File: src/design/i2c_pkg.sv
`default_nettype none

package i2c_pkg;

    localparam int DATA_W = 32;

    typedef enum logic [1:0] {
        ST_OK,
        ST_ADDR_NACK,
        ST_DATA_NACK,
        ST_BAD_CMD
    } i2c_status_e;

    // raw word from the host, write data right-aligned
    typedef struct packed {
        logic [7:0]        addr_byte;
        logic              stop;
        logic [2:0]        spare;
        logic [3:0]        count;
        logic [DATA_W-1:0] wdata;
    } host_cmd_t;

    // decoded transfer, first byte to send in the top byte
    typedef struct packed {
        logic [6:0]        addr;
        logic              rw;
        logic              stop;
        logic [2:0]        nbytes;
        logic [DATA_W-1:0] wdata;
    } i2c_cmd_t;

    typedef struct packed {
        i2c_status_e       status;
        logic [DATA_W-1:0] rdata;
    } i2c_rsp_t;

endpackage

`default_nettype wire

File: src/design/i2c_cmd_decode.sv
`timescale 1ns/1ps
`default_nettype none

module i2c_cmd_decode #(
    parameter int MAX_BYTES = 4
) (
    input  logic                 clk,
    input  logic                 rst,
    input  logic                 cmd_req,
    input  i2c_pkg::host_cmd_t   cmd,
    output logic                 cmd_ack,
    output logic                 xfer_req,
    output i2c_pkg::i2c_cmd_t    xfer,
    input  logic                 xfer_ack,
    output logic                 err_req,
    output i2c_pkg::i2c_status_e err_status,
    input  logic                 err_ack,
    input  logic                 rsp_busy
);
    import i2c_pkg::*;

    typedef enum logic {
        D_IDLE,
        D_ACTIVE
    } dec_state_e;

    dec_state_e state;
    logic       accept;
    logic       bad_count;
    logic [2:0] pad_bytes;

    // hold off the host while a response is still in flight
    assign accept     = (state == D_IDLE) && cmd_req && !rsp_busy;
    assign bad_count  = (cmd.count == 4'd0) || (cmd.count > 4'(MAX_BYTES));
    // unused leading bytes of the right-aligned write data
    assign pad_bytes  = 3'd4 - cmd.count[2:0];
    assign err_status = ST_BAD_CMD;

    always_ff @(posedge clk) begin
        if (rst) begin
            state    <= D_IDLE;
            cmd_ack  <= 1'b0;
            xfer_req <= 1'b0;
            err_req  <= 1'b0;
        end else begin
            case (state)
                D_IDLE: begin
                    if (accept) begin
                        cmd_ack  <= 1'b1;
                        xfer_req <= !bad_count;
                        err_req  <= bad_count;
                        state    <= D_ACTIVE;
                    end
                end
                default: begin
                    if (!cmd_req) begin
                        cmd_ack <= 1'b0;
                    end
                    if (xfer_ack) begin
                        xfer_req <= 1'b0;
                    end
                    if (err_ack) begin
                        err_req <= 1'b0;
                    end
                    // both handshakes back to zero
                    if (!cmd_ack && !xfer_req && !err_req && !xfer_ack && !err_ack) begin
                        state <= D_IDLE;
                    end
                end
            endcase
        end
    end

    always_ff @(posedge clk) begin
        if (accept) begin
            xfer.addr   <= cmd.addr_byte[7:1];
            xfer.rw     <= cmd.addr_byte[0];
            xfer.stop   <= cmd.stop;
            xfer.nbytes <= cmd.count[2:0];
            xfer.wdata  <= cmd.wdata << {pad_bytes, 3'b000};
        end
    end

endmodule

`default_nettype wire

File: src/design/i2c_master_fsm.sv
`timescale 1ns/1ps
`default_nettype none

module i2c_master_fsm #(
    parameter int CLK_DIV = 4
) (
    input  logic                 clk,
    input  logic                 rst,
    input  logic                 xfer_req,
    input  i2c_pkg::i2c_cmd_t    xfer,
    output logic                 xfer_ack,
    output logic                 scl,
    output logic                 sda_low,
    input  logic                 sda_in,
    output logic                 byte_valid,
    output logic [7:0]           rx_byte,
    output logic                 done_req,
    output i2c_pkg::i2c_status_e done_status,
    input  logic                 done_ack
);
    import i2c_pkg::*;

    localparam int DIV_W = (CLK_DIV > 0) ? $clog2(CLK_DIV + 1) : 1;

    typedef enum logic [2:0] {
        S_IDLE,
        S_START,
        S_SHIFT,
        S_ACK,
        S_STOP,
        S_DONE,
        S_HOLD
    } fsm_state_e;

    fsm_state_e        state;
    logic [DIV_W-1:0]  div_cnt;
    logic              tick;
    logic [1:0]        step;
    logic [2:0]        bit_cnt;
    logic [7:0]        shreg;
    logic [2:0]        bytes_left;
    logic [DATA_W-1:0] tx_data;
    logic              addr_phase;
    logic              rw_q;
    logic              stop_q;
    logic              ack_bit;
    // bus left claimed after a transfer without STOP
    logic              held;

    assign tick = (div_cnt == DIV_W'(CLK_DIV));

    always_ff @(posedge clk) begin
        if (rst || tick) begin
            div_cnt <= '0;
        end else begin
            div_cnt <= div_cnt + 1'b1;
        end
    end

    always_ff @(posedge clk) begin
        if (rst) begin
            state      <= S_IDLE;
            step       <= 2'd0;
            scl        <= 1'b1;
            sda_low    <= 1'b0;
            xfer_ack   <= 1'b0;
            done_req   <= 1'b0;
            byte_valid <= 1'b0;
            held       <= 1'b0;
        end else begin
            byte_valid <= 1'b0;
            if (xfer_ack && !xfer_req) begin
                xfer_ack <= 1'b0;
            end
            case (state)
                S_IDLE, S_HOLD: begin
                    if (xfer_req && !xfer_ack) begin
                        xfer_ack    <= 1'b1;
                        shreg       <= {xfer.addr, xfer.rw};
                        rw_q        <= xfer.rw;
                        stop_q      <= xfer.stop;
                        bytes_left  <= xfer.nbytes;
                        tx_data     <= xfer.wdata;
                        done_status <= ST_OK;
                        // a free bus skips the sda release
                        step        <= (state == S_HOLD) ? 2'd0 : 2'd1;
                        state       <= S_START;
                    end
                end
                S_START: if (tick) begin
                    step <= step + 2'd1;
                    case (step)
                        2'd0: sda_low <= 1'b0;
                        2'd1: scl <= 1'b1;
                        2'd2: sda_low <= 1'b1;
                        default: begin
                            scl        <= 1'b0;
                            addr_phase <= 1'b1;
                            bit_cnt    <= 3'd7;
                            state      <= S_SHIFT;
                        end
                    endcase
                end
                S_SHIFT: if (tick) begin
                    step <= (step == 2'd2) ? 2'd0 : step + 2'd1;
                    case (step)
                        2'd0: sda_low <= (addr_phase || !rw_q) ? !shreg[7] : 1'b0;
                        2'd1: begin
                            scl   <= 1'b1;
                            shreg <= {shreg[6:0], sda_in};
                        end
                        default: begin
                            scl     <= 1'b0;
                            bit_cnt <= bit_cnt - 3'd1;
                            if (bit_cnt == 3'd0) begin
                                state <= S_ACK;
                                if (!addr_phase && rw_q) begin
                                    byte_valid <= 1'b1;
                                    rx_byte    <= shreg;
                                end
                            end
                        end
                    endcase
                end
                S_ACK: if (tick) begin
                    step <= (step == 2'd2) ? 2'd0 : step + 2'd1;
                    case (step)
                        // master ACKs read bytes except the last one
                        2'd0: sda_low <= !addr_phase && rw_q && (bytes_left != 3'd1);
                        2'd1: begin
                            scl     <= 1'b1;
                            ack_bit <= sda_in;
                        end
                        default: begin
                            scl <= 1'b0;
                            if (addr_phase && ack_bit) begin
                                done_status <= ST_ADDR_NACK;
                                state       <= S_STOP;
                            end else if (!addr_phase && !rw_q && ack_bit) begin
                                done_status <= ST_DATA_NACK;
                                state       <= S_STOP;
                            end else if (!addr_phase && bytes_left == 3'd1) begin
                                held     <= !stop_q;
                                done_req <= !stop_q;
                                state    <= stop_q ? S_STOP : S_DONE;
                            end else begin
                                if (!addr_phase) begin
                                    bytes_left <= bytes_left - 3'd1;
                                end
                                addr_phase <= 1'b0;
                                shreg      <= tx_data[DATA_W-1 -: 8];
                                tx_data    <= {tx_data[DATA_W-9:0], 8'h00};
                                bit_cnt    <= 3'd7;
                                state      <= S_SHIFT;
                            end
                        end
                    endcase
                end
                S_STOP: if (tick) begin
                    step <= step + 2'd1;
                    case (step)
                        2'd0: sda_low <= 1'b1;
                        2'd1: scl <= 1'b1;
                        2'd2: sda_low <= 1'b0;
                        default: begin
                            held     <= 1'b0;
                            done_req <= 1'b1;
                            state    <= S_DONE;
                        end
                    endcase
                end
                default: begin
                    if (done_req && done_ack) begin
                        done_req <= 1'b0;
                    end
                    if (!done_req && !done_ack) begin
                        state <= held ? S_HOLD : S_IDLE;
                    end
                end
            endcase
        end
    end

endmodule

`default_nettype wire

File: src/design/i2c_result_pack.sv
`timescale 1ns/1ps
`default_nettype none

module i2c_result_pack (
    input  logic                 clk,
    input  logic                 rst,
    input  logic                 byte_valid,
    input  logic [7:0]           rx_byte,
    input  logic                 done_req,
    input  i2c_pkg::i2c_status_e done_status,
    output logic                 done_ack,
    input  logic                 err_req,
    input  i2c_pkg::i2c_status_e err_status,
    output logic                 err_ack,
    output logic                 rsp_req,
    output i2c_pkg::i2c_rsp_t    rsp,
    input  logic                 rsp_ack,
    output logic                 rsp_busy
);
    import i2c_pkg::*;

    typedef enum logic [1:0] {
        R_IDLE,
        R_SEND,
        R_CLOSE
    } res_state_e;

    res_state_e        state;
    logic [DATA_W-1:0] acc;

    assign rsp_busy = done_req || err_req || (state != R_IDLE);

    always_ff @(posedge clk) begin
        if (rst) begin
            state    <= R_IDLE;
            acc      <= '0;
            done_ack <= 1'b0;
            err_ack  <= 1'b0;
            rsp_req  <= 1'b0;
        end else begin
            if (byte_valid) begin
                acc <= {acc[DATA_W-9:0], rx_byte};
            end
            if (done_ack && !done_req) begin
                done_ack <= 1'b0;
            end
            if (err_ack && !err_req) begin
                err_ack <= 1'b0;
            end
            case (state)
                R_IDLE: begin
                    // bus results take priority over decode errors
                    if (done_req && !done_ack) begin
                        done_ack   <= 1'b1;
                        rsp_req    <= 1'b1;
                        rsp.status <= done_status;
                        rsp.rdata  <= acc;
                        acc        <= '0;
                        state      <= R_SEND;
                    end else if (err_req && !err_ack) begin
                        err_ack    <= 1'b1;
                        rsp_req    <= 1'b1;
                        rsp.status <= err_status;
                        rsp.rdata  <= '0;
                        acc        <= '0;
                        state      <= R_SEND;
                    end
                end
                R_SEND: begin
                    if (rsp_ack) begin
                        rsp_req <= 1'b0;
                        state   <= R_CLOSE;
                    end
                end
                default: begin
                    if (!rsp_ack) begin
                        state <= R_IDLE;
                    end
                end
            endcase
        end
    end

endmodule

`default_nettype wire

File: src/design/i2c_master_top.sv
`timescale 1ns/1ps
`default_nettype none

module i2c_master_top #(
    parameter int CLK_DIV   = 4,
    parameter int MAX_BYTES = 4
) (
    input  logic               clk,
    input  logic               rst,
    input  logic               cmd_req,
    input  i2c_pkg::host_cmd_t cmd,
    output logic               cmd_ack,
    output logic               rsp_req,
    output i2c_pkg::i2c_rsp_t  rsp,
    input  logic               rsp_ack,
    output logic               scl,
    output logic               sda_low,
    input  logic               sda_in
);
    import i2c_pkg::*;

    logic        xfer_req;
    logic        xfer_ack;
    i2c_cmd_t    xfer;
    logic        err_req;
    logic        err_ack;
    i2c_status_e err_status;
    logic        byte_valid;
    logic [7:0]  rx_byte;
    logic        done_req;
    logic        done_ack;
    i2c_status_e done_status;
    logic        rsp_busy;

    i2c_cmd_decode #(
        .MAX_BYTES (MAX_BYTES)
    ) u_decode (
        .clk        (clk),
        .rst        (rst),
        .cmd_req    (cmd_req),
        .cmd        (cmd),
        .cmd_ack    (cmd_ack),
        .xfer_req   (xfer_req),
        .xfer       (xfer),
        .xfer_ack   (xfer_ack),
        .err_req    (err_req),
        .err_status (err_status),
        .err_ack    (err_ack),
        .rsp_busy   (rsp_busy)
    );

    i2c_master_fsm #(
        .CLK_DIV (CLK_DIV)
    ) u_fsm (
        .clk         (clk),
        .rst         (rst),
        .xfer_req    (xfer_req),
        .xfer        (xfer),
        .xfer_ack    (xfer_ack),
        .scl         (scl),
        .sda_low     (sda_low),
        .sda_in      (sda_in),
        .byte_valid  (byte_valid),
        .rx_byte     (rx_byte),
        .done_req    (done_req),
        .done_status (done_status),
        .done_ack    (done_ack)
    );

    i2c_result_pack u_result (
        .clk         (clk),
        .rst         (rst),
        .byte_valid  (byte_valid),
        .rx_byte     (rx_byte),
        .done_req    (done_req),
        .done_status (done_status),
        .done_ack    (done_ack),
        .err_req     (err_req),
        .err_status  (err_status),
        .err_ack     (err_ack),
        .rsp_req     (rsp_req),
        .rsp         (rsp),
        .rsp_ack     (rsp_ack),
        .rsp_busy    (rsp_busy)
    );

endmodule

`default_nettype wire

File: config.mk
export PLATFORM = sky130hd
export DESIGN_NAME = i2c_master_top
export DESIGN_NICKNAME = d
export VERILOG_FILES = /design/src/design/i2c_pkg.sv /design/src/design/i2c_cmd_decode.sv /design/src/design/i2c_master_fsm.sv /design/src/design/i2c_result_pack.sv /design/src/design/i2c_master_top.sv
export SDC_FILE = /design/constraint.sdc
export NUM_CORES = 1
export LEC_CHECK = 0
export BUFFER_PORTS_ARGS = -buffer_cell sky130_fd_sc_hd__buf_2
export CAP_MARGIN = 5
export CORE_UTILIZATION = 25
export CTS_BUF_LIST = sky130_fd_sc_hd__clkbuf_2 sky130_fd_sc_hd__clkbuf_4 sky130_fd_sc_hd__clkbuf_8
export CTS_CLUSTER_SIZE = 12
export DETAILED_ROUTE_END_ITERATION = 10
export PLACE_DENSITY_LB_ADDON = 0.08
export RECOVER_POWER = 50
export SLEW_MARGIN = 20
export SYNTH_ARGS = -nofsm -noshare
export SYNTH_HDL_FRONTEND = slang
export SYNTH_SLANG_ARGS = --single-unit
File: constraint.sdc
create_clock -name clk -period 3.96 [get_ports clk]
set_input_delay 0.198 -clock clk [delete_from_list [all_inputs] [get_ports clk]]
set_output_delay 0.198 -clock clk [all_outputs]
set_load 0.02 [all_outputs]
==> results.sh <==
export IMPL_powerDensity_nw_per_um2=454.5
export IMPL_min_path_type="in -> reg"
export IMPL_cts_resized_gates=0
export IMPL_num_rows=66
export IMPL_synthCells=715
export IMPL_drv_slew=77
export IMPL_hold_path_depth=2
export IMPL_wl_per_cell_microns=13.48
export IMPL_insertion_delay_ns=0.47
export IMPL_crit_arrival_ns=3.20
export IMPL_p_leak_nw=3.408
export IMPL_routed_top_layer="met4"
export IMPL_vias=5266
export IMPL_crit_type="reg -> reg"
export IMPL_relSlewSlack=-0.1056
export IMPL_die_y_microns=184.1
export IMPL_path_max_fanout=40
export IMPL_ys_types=56
export IMPL_die_x_microns=184.1
export IMPL_drt_pre_antenna_iters=5
export IMPL_grt_ovfl_total=0
export IMPL_fin_crit_sh=0.7734
export IMPL_irDropWorstVdd_mv=0.2041
export IMPL_yosys_register_bits=193
export IMPL_io_pins=91
export IMPL_clk_pin_slew_ns=0.11
export IMPL_finalInstanceArea_sq_um=9699
export IMPL_drc=0
export IMPL_hold_viol=0
export IMPL_synth_xor_area_share=0.005281
export IMPL_synth_edf_count=138
export IMPL_routabilityCongestion=0.7618
export IMPL_dp_slack_ns=0.7293
export IMPL_ff2ff_path_depth=6
export IMPL_hold_end="u_decode.xfer[7]"
export IMPL_end_kind="register"
export IMPL_first_iter_violations=331
export IMPL_setup_viol=0
export IMPL_place_area_sq_um=9210
export IMPL_nets=870
export IMPL_max_slew_worst_pin_slew_ns=1.658
export IMPL_grt_pass1_wl_mm=27.42
export IMPL_post_dp_hpwl_mm=11.55
export IMPL_outcome="complete, but fails checks"
export IMPL_drive_gt1_frac=0.1161
export IMPL_ys_seq_area_frac=0.6325
export IMPL_cts_tree="yes"
export IMPL_period_needed_ns=3.063
export IMPL_core_region_area_sq_um=32620
export IMPL_wl_met1_mm=8.542
export IMPL_critPathLaunchType="register"
export IMPL_synthFlopType="edfxtp_1"
export IMPL_track_usage=0.1038
export IMPL_diodes=0
export IMPL_cts_path_max_buffers=2
export IMPL_cts_root_buffer_cell="clkbuf_8"
export IMPL_ys_warn_count=0
export IMPL_cts_buffers_inserted=17
export IMPL_start_util=0.2542
export IMPL_grt_pass1_vias=5188
export IMPL_tns_ns=0
export IMPL_max_cap_viol_count=2
export IMPL_cts_sinks=193
export IMPL_grt_max_degree=46
export IMPL_clock_skew_ns=0.01794
export IMPL_r2r_start="u_fsm.state[1]"
export IMPL_io_buffers=87
export IMPL_synth_top_family_by_area="simple AND/OR/NAND/NOR gates"
export IMPL_postRouteAntennaNets=0
export IMPL_avgSynthCellArea_sq_um=11.60
export IMPL_synth_compound_area_frac=0.07438
export IMPL_cts_max_level=4
export IMPL_antenna_found_initial=0
export IMPL_crit_required_ns=4.10
export IMPL_areaGrowthSynthToFinish_pct=16.96
export IMPL_synth_mux_area_frac=0.07242
export IMPL_hp_start="cmd[7]"
export IMPL_rr_endpoint="u_fsm.bytes_left[0]"
export IMPL_synthAdderAreaFrac=0.01811
export IMPL_r2r_slack_ns=0.90
export IMPL_wirelength_mm=16.98
export IMPL_fmax_ghz=0.3265
export IMPL_dieArea_sq_um=33900
export IMPL_violations="max-capacitance violations, max-slew violations"
export IMPL_worst_slack_ns=0.8974
export IMPL_wl_met3_microns=610
export IMPL_rsz0062_at_grt="no"
export IMPL_synthesis_nets=780
export IMPL_route_met2_wl_mm=7.611
export IMPL_async_flop_share=0
export IMPL_synthSimpleGateAreaFrac=0.1666
export IMPL_syn_cell_area_sq_um=8293
export IMPL_via_per_inst=4.179
## state kept, by name, summed over array words and instances (netlist names), 2 cells and up
signal	cells
u_fsm.rx_byte	8
u_result.acc	32
u_fsm.bytes_left	3
u_result.state	2
u_fsm.bit_cnt	3
u_fsm.shreg	8
u_fsm.step	2
u_fsm.div_cnt	3
u_fsm.done_status	2
u_decode.xfer	44
u_fsm.tx_data	32
u_fsm.state	3
u_result.rsp	34
## how the worst max path moves through the flow
stage	startpoint	end	slack, ns	depth (start not counted)
global route	u_fsm.state[1]	u_fsm.bytes_left[2]	0.55	5
CTS	u_fsm.step[0]	u_fsm.tx_data[24]	0.71	7
detailed placement	u_fsm.step[0]	u_fsm.tx_data[5]	0.73	7
floorplan	u_fsm.step[0]	u_fsm.tx_data[0]	0.24	7
global placement	u_fsm.step[0]	u_fsm.tx_data[3]	0.81	7
finish	u_fsm.state[1]	u_fsm.bytes_left[0]	0.90	6
## synth_stat cells (6+ instances only)
master / count / area share
clkbuf_1: 31 / 0.014
nand2_1: 100 / 0.045
ha_1: 12 / 0.018
and2_1: 49 / 0.037
edfxtp_1: 138 / 0.50
o21ai_0: 25 / 0.015
inv_1: 17 / 0.0077
nor3_1: 9 / 0.0054
a211oi_1: 20 / 0.018
mux2i_1: 60 / 0.072
dfxtp_1: 55 / 0.13
nor3b_1: 6 / 0.0054
nor2_1: 78 / 0.035
nor2b_1: 12 / 0.0091
nand2b_1: 10 / 0.0075
a21oi_1: 25 / 0.015
## report_power, final
| group | internal (mW) | switching, mW |
|---|---|---|
| combinational | 0.232 | 0.449 |
| sequential | 2.37 | 0.0672 |
| clock | 0.489 | 0.800 |
| total | 3.09 | 1.32 |
## stage by stage
stage,hold WS [ns],total power [mW],cells,util
after CTS,0.002078,4.494,1259,0.2988
after detailed placement,0.3915,3.178,1214,0.2824
after global placement,0.3950,3.167,1214,0.2824
final,0.04376,4.408,1260,0.2974
after global routing,0.01695,4.646,1260,0.2974
after floorplan,0.2969,2.966,715,-
## worst max-delay path: stages, from the launching register on
cell	delay (ns)
dfxtp_1	0.76
inv_1	0.33
nor2_8	0.17
inv_1	0.14
clkbuf_1	0.68
o21a_1	0.43
nor2_1	0.23
## kinds of logic after synthesis
group	after synthesis
buffers and inverters	61
XOR/XNOR	5
flip-flops	193
adder cells (fa/ha/maj)	12
AO/OA/AOI/OAI	97
AND/OR/NAND/NOR	287
multiplexers	60
## what timing repair did
action | in CTS | in global routing
hold buffers | 13 | 0
setup endpoints to repair | 0 | 0
buffers inserted | 0 | 0
hold endpoints to repair | 13 | 0
## placed cells by master (no fill, tap or decap), drive strengths merged, types with 4 or more instances in the layout
master,netlist,layout
o21ai,26,26
mux2i,60,60
a211oi,20,20
nor2,79,79
buf,9,50
nand3,5,5
nor2b,12,12
a21oi,26,26
ha,12,12
nand2b,11,11
nand2,100,100
inv,19,26
clkinv,0,6
nor3,9,9
dlygate4sd3,0,13
edfxtp,138,138
clkbuf,33,68
nor3b,6,6
and2,49,49
and3,4,4
dfxtp,55,55
## metal layers
metal  up-vias  track usage
met5         -            0
met4         0      0.03633
met3        10      0.02608
met2       113       0.1667
met1      2454       0.1352
li1       2689            -
## area by class of cell
class,count,area (sq um)
inverters,19,71.32
well taps,442,553.0
clock buffers,18,241.5
multi-input cells,461,2814
clock inverters,14,163.9
repair buffers,113,609.3
flip-flops and latches,193,5246
fillers,3358,22920
Power figures use the tool's default switching activity.
